==> src/common/dsp_pkg.sv <==
// datapath widths, IQ and cos/sin field order and the quarter-wave sine table for the mixer
package dsp_pkg;

  // default widths, used as module parameter defaults through scoped names
  localparam int DEF_DATA_WIDTH  = 16;  // each of I and Q
  localparam int DEF_SC_WIDTH    = 16;  // each of cos and sin
  localparam int DEF_PHASE_WIDTH = 24;
  localparam int DEF_OUT_WIDTH   = 16;  // each of output I and Q

  // top phase bits that address the table, 64 steps per turn
  localparam int LUT_STEPS_LOG2 = 6;

  // field order used by every stream in the design
  //   IQ word     : I in the lower half, Q in the upper half
  //   cos/sin word: cos in the lower half, sin in the upper half

  localparam int QSIN_WIDTH = 16;  // table word width

  // 32767*sin(2*pi*k/64) for k = 0..16, first quadrant plus the end point
  localparam logic signed [QSIN_WIDTH-1:0] QSIN [17] = '{
    16'sd0,
    16'sd3212,
    16'sd6393,
    16'sd9512,
    16'sd12539,
    16'sd15446,
    16'sd18204,
    16'sd20787,
    16'sd23170,
    16'sd25329,
    16'sd27245,
    16'sd28898,
    16'sd30273,
    16'sd31356,
    16'sd32137,
    16'sd32609,
    16'sd32767
  };

endpackage

==> src/common/ctrl_pkg.sv <==
// state type and idle limit of the phase flush controller, shared with the testbench
package ctrl_pkg;

  // flush controller states
  typedef enum logic [1:0] {
    ST_IDLE  = 2'd0,  // waiting for phase
    ST_RUN   = 2'd1,  // phase streaming
    ST_WAIT  = 2'd2,  // phase has stopped
    ST_FLUSH = 2'd3   // holding table valid until the IQ input is empty
  } tune_state_t;

  // idle accepted cycles in ST_WAIT that end a burst
  localparam int unsigned IDLE_LIMIT = 64;

endpackage

==> src/phase_ctrl/phase_flush_ctrl.sv <==
// end-of-burst controller, holds table valid to drain queued IQ samples then clears the table
`timescale 1ns/1ps

module phase_flush_ctrl (
  input  logic clk,
  input  logic reset,
  input  logic i_phase_valid,   // raw phase stream valid
  input  logic i_din_valid,     // IQ input still has samples queued
  input  logic i_lut_ready,     // table can take a phase
  input  logic i_eob,
  input  logic i_rate_changed,
  output logic o_phase_ready,   // ready seen by the phase source
  output logic o_hold_valid,    // forces table valid during flush
  output logic o_lut_clear      // two-cycle table clear
);

  import ctrl_pkg::*;

  tune_state_t state;
  logic [6:0]  idle_cnt;        // idle accepted cycles while waiting
  logic [1:0]  clear_sr;        // shifts out the clear pulse
  logic        burst_end;

  // no new phases while valid is forced
  assign o_phase_ready = i_lut_ready && !o_hold_valid;
  assign o_lut_clear   = clear_sr[0];

  // any of the three end conditions, judged only in ST_WAIT
  assign burst_end = i_eob || i_rate_changed || (idle_cnt >= IDLE_LIMIT);

  always_ff @(posedge clk) begin
    if (reset) begin
      state        <= ST_IDLE;
      idle_cnt     <= '0;
      o_hold_valid <= 1'b0;
      clear_sr     <= 2'b00;
    end else begin
      clear_sr <= {1'b0, clear_sr[1]};  // pulse runs out on its own
      case (state)
        ST_IDLE: begin
          idle_cnt <= '0;
          if (i_phase_valid) begin
            state <= ST_RUN;
          end
        end
        ST_RUN: begin
          if (!i_phase_valid) begin
            state <= ST_WAIT;              // phase gap, maybe end of burst
          end
        end
        ST_WAIT: begin
          if (i_lut_ready) begin
            idle_cnt <= idle_cnt + 7'd1;   // count only cycles the table could accept
          end
          if (i_phase_valid) begin
            state <= ST_IDLE;              // just a gap, keep going
          end else if (burst_end) begin
            state        <= ST_FLUSH;
            o_hold_valid <= 1'b1;
          end
        end
        ST_FLUSH: begin
          // table keeps producing until every queued IQ sample is paired
          if (!i_din_valid) begin
            state        <= ST_IDLE;
            o_hold_valid <= 1'b0;
            clear_sr     <= 2'b11;         // drop the extra table entries
          end
        end
        default: state <= ST_IDLE;
      endcase
    end
  end

  // forced valid must never outlive the flush
  a_no_hold_in_idle: assert property (
    @(posedge clk) disable iff (reset) (state == ST_IDLE) |-> !o_hold_valid
  ) else $error("hold_valid high in ST_IDLE");

endmodule

==> src/mixer/sin_cos_lut.sv <==
// two-stage stallable quarter-wave table, turns a phase word into a {sin, cos} pair
`timescale 1ns/1ps

module sin_cos_lut #(
  parameter int PHASE_WIDTH = dsp_pkg::DEF_PHASE_WIDTH,
  parameter int SC_WIDTH    = dsp_pkg::DEF_SC_WIDTH
) (
  input  logic                   clk,
  input  logic                   reset,
  input  logic                   i_clear,        // empties both stages
  input  logic [PHASE_WIDTH-1:0] i_phase_data,
  input  logic                   i_phase_last,
  input  logic                   i_phase_valid,
  output logic                   o_phase_ready,
  output logic [2*SC_WIDTH-1:0]  o_sc_data,      // {sin, cos}
  output logic                   o_sc_last,
  output logic                   o_sc_valid,
  input  logic                   i_sc_ready
);

  import dsp_pkg::*;

  localparam int IDX_W = LUT_STEPS_LOG2 - 2;     // index within a quadrant

  logic [LUT_STEPS_LOG2-1:0]    phase_top;
  logic [1:0]                   s1_quad;
  logic [IDX_W-1:0]             s1_idx;
  logic                         s1_last;
  logic                         s1_valid;
  logic                         s1_ready;
  logic                         s2_ready;
  logic signed [QSIN_WIDTH-1:0] tab_fwd;         // sin of the index
  logic signed [QSIN_WIDTH-1:0] tab_rev;         // sin of the index plus 16 steps
  logic signed [QSIN_WIDTH-1:0] sin_w;
  logic signed [QSIN_WIDTH-1:0] cos_w;
  logic signed [SC_WIDTH-1:0]   sin_sc;
  logic signed [SC_WIDTH-1:0]   cos_sc;

  assign phase_top = i_phase_data[PHASE_WIDTH-1 -: LUT_STEPS_LOG2];

  // stage advances when empty or when its content moves on
  assign s2_ready      = !o_sc_valid || i_sc_ready;
  assign s1_ready      = !s1_valid || s2_ready;
  assign o_phase_ready = s1_ready && !i_clear;   // nothing accepted into a clear

  // quadrant symmetry, odd quadrants swap the table halves
  assign tab_fwd = QSIN[s1_idx];
  assign tab_rev = QSIN[(1 << IDX_W) - s1_idx];
  assign sin_w   = s1_quad[0] ? tab_rev : tab_fwd;
  assign cos_w   = s1_quad[0] ? tab_fwd : tab_rev;
  assign sin_sc  = SC_WIDTH'(s1_quad[1] ? -sin_w : sin_w) <<< (SC_WIDTH - QSIN_WIDTH);
  assign cos_sc  = SC_WIDTH'((s1_quad[1] ^ s1_quad[0]) ? -cos_w : cos_w)
                   <<< (SC_WIDTH - QSIN_WIDTH);

  always_ff @(posedge clk) begin
    if (reset || i_clear) begin
      s1_valid   <= 1'b0;
      o_sc_valid <= 1'b0;
    end else begin
      if (s1_ready) s1_valid <= i_phase_valid;
      if (s2_ready) o_sc_valid <= s1_valid;
    end
  end

  always_ff @(posedge clk) begin
    if (s1_ready) begin
      s1_quad <= phase_top[LUT_STEPS_LOG2-1 -: 2];
      s1_idx  <= phase_top[IDX_W-1:0];
      s1_last <= i_phase_last;
    end
    if (s2_ready) begin
      o_sc_data <= {sin_sc, cos_sc};
      o_sc_last <= s1_last;
    end
  end

  a_hold_stable: assert property (
    @(posedge clk) disable iff (reset)
    o_sc_valid && !i_sc_ready && !i_clear |=> o_sc_valid && $stable(o_sc_data)
  ) else $error("cos/sin output changed while stalled");

endmodule

==> src/mixer/stream_sync.sv <==
// one-entry join of the IQ and cos/sin streams, both inputs transfer on the same edge
`timescale 1ns/1ps

module stream_sync #(
  parameter int A_WIDTH = 2*dsp_pkg::DEF_DATA_WIDTH,  // IQ word
  parameter int B_WIDTH = 2*dsp_pkg::DEF_SC_WIDTH     // cos/sin word
) (
  input  logic                       clk,
  input  logic                       reset,
  input  logic [A_WIDTH-1:0]         i_a_data,
  input  logic                       i_a_last,
  input  logic                       i_a_valid,
  output logic                       o_a_ready,
  input  logic [B_WIDTH-1:0]         i_b_data,
  input  logic                       i_b_valid,
  output logic                       o_b_ready,
  output logic [A_WIDTH+B_WIDTH-1:0] o_data,          // {b, a}
  output logic                       o_last,          // follows the IQ stream
  output logic                       o_valid,
  input  logic                       i_o_ready
);

  logic slot_free;
  logic take;

  assign slot_free = !o_valid || i_o_ready;
  assign take      = i_a_valid && i_b_valid && slot_free;  // pair moves together or not at all
  assign o_a_ready = i_b_valid && slot_free;
  assign o_b_ready = i_a_valid && slot_free;

  always_ff @(posedge clk) begin
    if (reset) begin
      o_valid <= 1'b0;
    end else if (slot_free) begin
      o_valid <= take;
    end
  end

  always_ff @(posedge clk) begin
    if (take) begin
      o_data <= {i_b_data, i_a_data};
      o_last <= i_a_last;
    end
  end

  // an accepted beat on either side lands in the output register with its partner
  a_joined: assert property (
    @(posedge clk) disable iff (reset)
    (i_a_valid && o_a_ready) || (i_b_valid && o_b_ready)
    |=> o_valid && (o_data == $past({i_b_data, i_a_data}))
  ) else $error("one stream accepted without the other");

endmodule

==> src/mixer/complex_mult.sv <==
// two-stage stallable complex multiply of an IQ sample by a cos/sin pair, tlast carried along
`timescale 1ns/1ps

module complex_mult #(
  parameter int DATA_WIDTH = dsp_pkg::DEF_DATA_WIDTH,
  parameter int SC_WIDTH   = dsp_pkg::DEF_SC_WIDTH
) (
  input  logic                                    clk,
  input  logic                                    reset,
  input  logic [2*DATA_WIDTH+2*SC_WIDTH-1:0]      i_data,       // {sin, cos, q, i}
  input  logic                                    i_last,
  input  logic                                    i_valid,
  output logic                                    o_ready,
  output logic [2*(DATA_WIDTH+SC_WIDTH+1)-1:0]    o_prod_data,  // {q, i} full width
  output logic                                    o_last,
  output logic                                    o_valid,
  input  logic                                    i_ready
);

  localparam int MW = DATA_WIDTH + SC_WIDTH;  // one product
  localparam int PW = MW + 1;                 // sum of two products

  logic signed [DATA_WIDTH-1:0] in_i, in_q;
  logic signed [SC_WIDTH-1:0]   in_cos, in_sin;
  logic signed [MW-1:0]         p_ic, p_qs, p_is, p_qc;
  logic signed [PW-1:0]         sum_i, sum_q;
  logic                         s1_valid, s1_last;
  logic                         s1_ready, s2_ready;

  assign in_i   = i_data[DATA_WIDTH-1:0];
  assign in_q   = i_data[2*DATA_WIDTH-1:DATA_WIDTH];
  assign in_cos = i_data[2*DATA_WIDTH+SC_WIDTH-1:2*DATA_WIDTH];
  assign in_sin = i_data[2*DATA_WIDTH+2*SC_WIDTH-1:2*DATA_WIDTH+SC_WIDTH];

  assign sum_i = p_ic - p_qs;  // i*cos - q*sin
  assign sum_q = p_is + p_qc;  // i*sin + q*cos

  assign s2_ready = !o_valid || i_ready;
  assign s1_ready = !s1_valid || s2_ready;
  assign o_ready  = s1_ready;

  always_ff @(posedge clk) begin
    if (reset) begin
      s1_valid <= 1'b0;
      o_valid  <= 1'b0;
    end else begin
      if (s1_ready) s1_valid <= i_valid;
      if (s2_ready) o_valid <= s1_valid;
    end
  end

  always_ff @(posedge clk) begin
    if (s1_ready) begin
      p_ic    <= in_i * in_cos;
      p_qs    <= in_q * in_sin;
      p_is    <= in_i * in_sin;
      p_qc    <= in_q * in_cos;
      s1_last <= i_last;
    end
    if (s2_ready) begin
      o_prod_data <= {sum_q, sum_i};
      o_last      <= s1_last;
    end
  end

endmodule

==> src/rtl/round_complex.sv <==
// one-stage round-half-up and saturate of both product halves down to the output width
`timescale 1ns/1ps

module round_complex #(
  parameter int IN_WIDTH  = dsp_pkg::DEF_DATA_WIDTH + dsp_pkg::DEF_SC_WIDTH + 1,
  parameter int OUT_WIDTH = dsp_pkg::DEF_OUT_WIDTH,
  parameter int SC_WIDTH  = dsp_pkg::DEF_SC_WIDTH    // sets the rounding point
) (
  input  logic                   clk,
  input  logic                   reset,
  input  logic [2*IN_WIDTH-1:0]  i_data,   // {q, i}
  input  logic                   i_last,
  input  logic                   i_valid,
  output logic                   o_ready,
  output logic [2*OUT_WIDTH-1:0] o_data,   // {q, i}
  output logic                   o_last,
  output logic                   o_valid,
  input  logic                   i_ready
);

  localparam logic signed [IN_WIDTH:0] RND   = 1 <<< (SC_WIDTH - 2);  // half an output lsb
  localparam logic signed [IN_WIDTH:0] MAX_V = (1 <<< (OUT_WIDTH - 1)) - 1;
  localparam logic signed [IN_WIDTH:0] MIN_V = -(1 <<< (OUT_WIDTH - 1));

  function automatic logic [OUT_WIDTH-1:0] round_sat(input logic signed [IN_WIDTH-1:0] x);
    logic signed [IN_WIDTH:0] sum;
    logic signed [IN_WIDTH:0] shr;
    sum = x + RND;               // one extra bit so the add cannot wrap
    shr = sum >>> (SC_WIDTH - 1);
    if (shr > MAX_V) begin
      shr = MAX_V;
    end else if (shr < MIN_V) begin
      shr = MIN_V;
    end
    return shr[OUT_WIDTH-1:0];
  endfunction

  assign o_ready = !o_valid || i_ready;

  always_ff @(posedge clk) begin
    if (reset) begin
      o_valid <= 1'b0;
    end else if (o_ready) begin
      o_valid <= i_valid;
    end
  end

  always_ff @(posedge clk) begin
    if (o_ready) begin
      o_data <= {round_sat(i_data[2*IN_WIDTH-1:IN_WIDTH]), round_sat(i_data[IN_WIDTH-1:0])};
      o_last <= i_last;
    end
  end

endmodule

==> src/rtl/freq_tune_top.sv <==
// frequency shifter top, rotates the IQ stream by the phase stream and rounds to output width
`timescale 1ns/1ps

module freq_tune_top #(
  parameter int DATA_WIDTH  = dsp_pkg::DEF_DATA_WIDTH,
  parameter int SC_WIDTH    = dsp_pkg::DEF_SC_WIDTH,
  parameter int PHASE_WIDTH = dsp_pkg::DEF_PHASE_WIDTH,
  parameter int OUT_WIDTH   = dsp_pkg::DEF_OUT_WIDTH
) (
  input  logic                     clk,
  input  logic                     reset,
  input  logic                     i_eob,           // end of burst strobe
  input  logic                     i_rate_changed,  // rate change strobe
  input  logic [2*DATA_WIDTH-1:0]  i_din_data,      // {q, i}
  input  logic                     i_din_last,
  input  logic                     i_din_valid,
  output logic                     o_din_ready,
  input  logic [PHASE_WIDTH-1:0]   i_phase_data,
  input  logic                     i_phase_last,
  input  logic                     i_phase_valid,
  output logic                     o_phase_ready,
  output logic [2*OUT_WIDTH-1:0]   o_dout_data,     // {q, i}
  output logic                     o_dout_last,
  output logic                     o_dout_valid,
  input  logic                     i_dout_ready
);

  localparam int SYNC_WIDTH = 2*DATA_WIDTH + 2*SC_WIDTH;  // {sin, cos, q, i}
  localparam int PROD_WIDTH = DATA_WIDTH + SC_WIDTH + 1;  // one full-width product half

  logic                    hold_valid;  // controller keeps the table fed
  logic                    lut_clear;
  logic                    lut_valid;
  logic                    lut_ready;
  logic [2*SC_WIDTH-1:0]   sc_data;     // {sin, cos}
  logic                    sc_valid;
  logic                    sc_ready;
  logic [SYNC_WIDTH-1:0]   sync_data;
  logic                    sync_last;
  logic                    sync_valid;
  logic                    sync_ready;
  logic [2*PROD_WIDTH-1:0] prod_data;   // {q, i} at full width
  logic                    prod_last;
  logic                    prod_valid;
  logic                    prod_ready;

  assign lut_valid = i_phase_valid || hold_valid;  // held valid drains in-flight samples

  phase_flush_ctrl u_ctrl (
    .clk(clk), .reset(reset),
    .i_phase_valid(i_phase_valid), .i_din_valid(i_din_valid), .i_lut_ready(lut_ready),
    .i_eob(i_eob), .i_rate_changed(i_rate_changed),
    .o_phase_ready(o_phase_ready), .o_hold_valid(hold_valid), .o_lut_clear(lut_clear)
  );

  sin_cos_lut #(.PHASE_WIDTH(PHASE_WIDTH), .SC_WIDTH(SC_WIDTH)) u_lut (
    .clk(clk), .reset(reset), .i_clear(lut_clear),
    .i_phase_data(i_phase_data), .i_phase_last(i_phase_last),
    .i_phase_valid(lut_valid), .o_phase_ready(lut_ready),
    .o_sc_data(sc_data), .o_sc_last(), .o_sc_valid(sc_valid), .i_sc_ready(sc_ready)
  );

  stream_sync #(.A_WIDTH(2*DATA_WIDTH), .B_WIDTH(2*SC_WIDTH)) u_sync (
    .clk(clk), .reset(reset),
    .i_a_data(i_din_data), .i_a_last(i_din_last), .i_a_valid(i_din_valid), .o_a_ready(o_din_ready),
    .i_b_data(sc_data), .i_b_valid(sc_valid), .o_b_ready(sc_ready),
    .o_data(sync_data), .o_last(sync_last), .o_valid(sync_valid), .i_o_ready(sync_ready)
  );

  complex_mult #(.DATA_WIDTH(DATA_WIDTH), .SC_WIDTH(SC_WIDTH)) u_mult (
    .clk(clk), .reset(reset),
    .i_data(sync_data), .i_last(sync_last), .i_valid(sync_valid), .o_ready(sync_ready),
    .o_prod_data(prod_data), .o_last(prod_last), .o_valid(prod_valid), .i_ready(prod_ready)
  );

  round_complex #(.IN_WIDTH(PROD_WIDTH), .OUT_WIDTH(OUT_WIDTH), .SC_WIDTH(SC_WIDTH)) u_round (
    .clk(clk), .reset(reset),
    .i_data(prod_data), .i_last(prod_last), .i_valid(prod_valid), .o_ready(prod_ready),
    .o_data(o_dout_data), .o_last(o_dout_last), .o_valid(o_dout_valid), .i_ready(i_dout_ready)
  );

endmodule

==> config.mk <==
export PLATFORM = sky130hd
export DESIGN_NAME = freq_tune_top
export DESIGN_NICKNAME = d
export VERILOG_FILES = /design/src/common/dsp_pkg.sv /design/src/common/ctrl_pkg.sv /design/src/phase_ctrl/phase_flush_ctrl.sv /design/src/mixer/sin_cos_lut.sv /design/src/mixer/stream_sync.sv /design/src/mixer/complex_mult.sv /design/src/rtl/round_complex.sv /design/src/rtl/freq_tune_top.sv
export SDC_FILE = /design/constraint.sdc
export NUM_CORES = 2
export LEC_CHECK = 0
export BUFFER_PORTS_ARGS = -buffer_cell sky130_fd_sc_hd__buf_2
export CAP_MARGIN = 25
export CELL_PAD_IN_SITES_DETAIL_PLACEMENT = 1
export CELL_PAD_IN_SITES_GLOBAL_PLACEMENT = 1
export CORE_UTILIZATION = 40
export CTS_BUF_LIST = sky130_fd_sc_hd__clkbuf_8
export DETAILED_ROUTE_END_ITERATION = 16
export GPL_ROUTABILITY_DRIVEN = 0
export PLACE_DENSITY = 0.73
export SETUP_SLACK_MARGIN = 0.1
export SLEW_MARGIN = 20
export SYNTH_ARGS = -nofsm -noshare
export SYNTH_HDL_FRONTEND = slang
export SYNTH_SLANG_ARGS = --single-unit
==> constraint.sdc <==
create_clock -name clk -period 7.2 [get_ports clk]
set_input_delay 0.36 -clock clk [delete_from_list [all_inputs] [get_ports clk]]
set_output_delay 0.36 -clock clk [all_outputs]
set_load 0.005 [all_outputs]
==> reports/qor.csv <==
stage,metric,value,unit
setup_path,Worst setup SP type,flop,
setup_path,setup slack on the worst flop-to-flop path,0.20,ns
setup_path,cells traversed along the worst timing path,"and2_4, fa_1, inv_1, fa_1, inv_1, fa_1, fa_1, fa_1, inv_1, fa_1, inv_1, ha_4, a21o_1, a21o_1, a221o_1, a21o_1, o31a_1, a221o_1, o41a_1, a21o_1, a21oi_2, xnor2_1",
synth,average cell area after synthesis,9.86,um2
synth,"area fraction in and, or, nand and nor cells after synthesis",13.5,%
timing,count of final max-slew check failures,0,
power_and_ir_drop,P per Cell Area,481,nW/um2
timing,unrepaired setup endpoints after global routing,true,
layout,final standard cell utilization of the core,44.7,%
setup_path,maximum fanout along the worst path,4,
synth,count of cell types in the netlist,89,
layout,Post-Layout Inst Area,59800,um2
run_status,outcome,"finished, violations left",
synth,number of flops mapped to enable cells by yosys,304,
run,Max Cap Viol,0,
die,Core ar.,134000,um2
clocking,number of sinks on the clock net,322,
placement,count of buffers from port buffering,81,
synth,share of async-settable or async-resettable flops after synthesis,0,%
timing,max_slew headroom,34.3,%
min_path,type of the most critical hold path,in -> reg,
drt,detailed-routing iteration count for the pre-antenna-repair pass,11,
setup_path,"most used cell, CP",fa_1,
setup_path,data required time at the worst endpoint,7.70,ns
clocking,clock transition at the register clock pins on the worst setup and hold paths after CTS,0.05,ns
timing,post-layout min period,7.00,ns
global_route,total congestion overflow,0,
setup_path,highest cell delay on the worst timing path,0.58,ns
min_path,Worst Hold Launch,i_dout_ready,
synth,post-synthesis instance area,53900,um2
layout,number of nets at the end of the flow,7177,
setup_path,Worst Setup End Kind,flop,
global_route,global-route wire length before repair,233,mm
clocking,buffer levels on the longest clock path,3,
synth,net count after synthesis,6987,
placement,worst slack at placement,-0.00636,ns
setup_path,worst-case reg-to-reg path depth,22,
global_route,number of antenna violations at the first check in global routing,3,
layout,post-route non-filler standard cell count,7484,
setup_path,worst reg2reg path endpoint,u_mult.p_is[30],
placement,detailed placement HPWL,115,mm
timing,part of the cycle the worst path needs,97.2,%
clocking,TritonCTS clock tree,built,
die,vertical die dimension,369,um
layout,area delta synth->final,10.8,%
setup_path,source of the worst register-to-register timing path,u_sync.o_data[58],
layout,share of cells above drive strength 1,8.26,%
run_status,violations in the final reports,design-rule violations,
placement,standard cell area after detailed placement,57200,um2
timing,number of failing setup endpoints in the final timing report,0,
synth,number of warnings reported in the yosys synthesis log,0,
setup_path,slowest cell on the critical path,edfxtp_1,
drt,total routed wirelength,144,mm
global_route,via count of the first global-routing pass,43100,
timing,"Hold Vio Cnt, Final",0,
drt,DRT antenna net count,0,
drt,violation count after the first detailed-route iteration,1927,
synth,adder-cell share of the synthesized area,48.2,%
timing,maximum operating frequency,0.143,GHz
setup_path,arrival time at the worst endpoint,7.49,ns
timing,transition time of the tightest slew-check pin,0.985,ns
drt,wire per inst,19.2,um
synth,number of instances in the synthesized netlist,5471,
synth,Compound-Gate Fraction of Synth Area,6.24,%
synth,area share of the leading cell type in the synthesized netlist,38.9,%
synth,most area-hungry cell type in the Yosys netlist,fa_1,
placement,count of placed standard cells including taps,7258,
synth,Area contributors post-synth,"fa_1 39%, edfxtp_1 17%, ha_1 9.3%",
setup_path,kind of cell adding the most delay to the critical path,adder cells,
setup_path,sum of buffers and inverters on the critical path,4,
die,# IOs,101,
min_path,worst hold path depth,4,
synth,share of synthesized area spent on multiplexers,0.469,%
global_route,largest net degree at the start of global routing,96,
power_and_ir_drop,Max rail drop VDD,0.000450,V
synth,main flop type after synthesis,edfxtp_1,
timing,least setup slack across all paths after layout,0.204,ns
synth,largest family of logic cells by synthesized area,adder cells,
setup_path,type of the worst setup path,reg -> reg,
die,area enclosed by the die boundary,136000,um2
drt,drc violations,16,
drt,number of vias per cell,5.08,
power_and_ir_drop,standby leakage power,0.0288,uW
die,floorplan row count,134,
die,die width,369,um
drt,total number of vias,38000,
clocking,clock insertion delay at the later pin of the skew report,0.82,ns
die,effective utilization at floorplan,40.4,%
clocking,number of clock buffers inserted by TritonCTS,67,
timing,Layout Skew,0.0721,ns
clocking,H-tree level count,3,
clocking,clock root buffer master,clkbuf_8,
min_path,terminating pin of the worst hold path,u_mult.o_valid,
synth,Seq cells post-synth,322,
global_route,overall track demand over capacity in global routing,21.9,%
synth,area share of xor/xnor cells in the synthesized design,3.77,%
synth,fraction of the yosys area taken by sequential cells,17.6,%
[layout by cell type, fill, tap and decap left out, types with 7 or more instances in the layout]
master,n
o21ai_1,8
mux2i_1,14
a21o_1,66
mux2_2,8
buf_6,7
nor2_1,172
nand4_1,19
dlygate4sd3_1,46
fa_1,1042
inv_1,1237
edfxtp_1,304
o21ai_0,115
nor2b_1,20
a22oi_1,7
o21a_1,20
buf_4,181
xnor2_1,167
nand2b_1,41
o211ai_1,7
buf_2,81
xor2_1,65
a21oi_1,150
nand2_1,565
o31ai_1,8
o21bai_1,26
dfxtp_1,18
and3_1,28
nand3_1,37
a31oi_1,16
buf_12,31
clkinv_1,9
clkbuf_8,68
a211oi_1,22
clkinv_2,12
and2_1,501
nor3_1,41
ha_1,396
[stage by stage]
stage | total power [uW] | hold WS [ns] | TNS (ns)
6_report | 28800 | 0.201 | 0
5_1_grt | 31800 | 0.236 | 0
4_1_cts | 28700 | 0.125 | 0
3_5_place_dp | 26400 | 0.405 | -0.00636
3_3_place_gp | 25300 | 0.401 | 0
2_1_floorplan | 20000 | 0.400 | 0
[worst min-delay path: stages]
cell and delay [ns]:
buf_2 0.09, and3b_1 0.29, nor2_1 0.14, nor2_1 0.04
[sequential cells by signal (all words and copies together) (netlist names), 2 cells and up]
| name | flops |
|---|---|
| u_mult.p_qs | 32 |
| u_lut.s1_quad | 2 |
| u_round.o_data | 32 |
| u_mult.p_qc | 32 |
| u_mult.p_ic | 32 |
| u_ctrl.clear_sr | 2 |
| u_lut.s1_idx | 4 |
| u_sync.o_data | 64 |
| u_mult.o_prod_data | 38 |
| u_ctrl.idle_cnt | 7 |
| u_lut.o_sc_data | 32 |
| u_mult.p_is | 32 |
| u_ctrl.state | 2 |
[what timing repair did]
| item | 4_1_cts | 5_1_grt |
|---|---|---|
| buffers inserted | 11 | 43 |
| gates resized for setup | 0 | 43 |
| pin swaps | 0 | 22 |
| cloned | 0 | 1 |
| hold buffers | 46 | 0 |
| endpoints found under the hold margin | 53 | 0 |
| setup endpoints to repair | 4 | 18 |
[metal layers]
| layer | track usage (%) | share of wire, % | vias to the layer above |
|---|---|---|---|
| met2 | 37.7 | 50 | 729 |
| met4 | 8.15 | 3.4 | 0 |
| met5 | 0.107 | 0 | - |
| li1 | - | - | 17100 |
| met3 | 2.37 | 3.9 | 186 |
| met1 | 28.4 | 42 | 20000 |
[cells in the mapped netlist (all sizes together), types with 28 or more instances]
cell type  instances
inv             1224
fa              1048
nand2            567
and2             506
ha               403
edfxtp           304
clkbuf           214
nor2             174
xnor2            167
a21oi            155
o21ai            125
a21o              67
xor2              65
nand2b            42
nor3              42
nand3             37
and3              28
[worst max path at each step]
| stage | depth (start not counted) | slack (ns) | start | to |
|---|---|---|---|---|
| global placement | 23 | 0.09 | u_sync.o_data[50] | u_mult.p_qs[31] |
| floorplan | 24 | 0.63 | u_sync.o_data[7] | u_mult.p_is[30] |
| finish | 22 | 0.20 | u_sync.o_data[58] | u_mult.p_is[30] |
| CTS | 24 | 0.10 | u_sync.o_data[55] | u_mult.p_qs[31] |
| global route | 23 | 0.03 | u_sync.o_data[52] | u_mult.p_is[30] |
| detailed placement | 21 | -0.006 | u_sync.o_data[49] | u_mult.p_qs[31] |
[power by group]
part           total, uW  switching, uW  internal [uW]
clock network       2060            978           1080
logic              22500          12900           9600
registers           4240            332           3910
total              28800          14200          14600
[cells by family after synthesis]
logic type / after synthesis
compound gates: 525
xor+xnor: 232
fa+ha+maj: 1451
buf+inv: 1452
flops: 322
mux: 23
simple gates: 1466
[layout make-up]
| class | instances | area, um2 |
|---|---|---|
| fill | 14900 | 73800 |
| multi-input combinational | 3697 | 39200 |
| sequential | 322 | 9490 |
| inverter | 1225 | 4600 |
| timing repair buffer | 348 | 2980 |
| tap | 1768 | 2210 |
| clock buffer | 68 | 936 |
| clock inverter | 53 | 410 |
| antenna | 3 | 7.51 |
(Power assumes the default switching activity.)
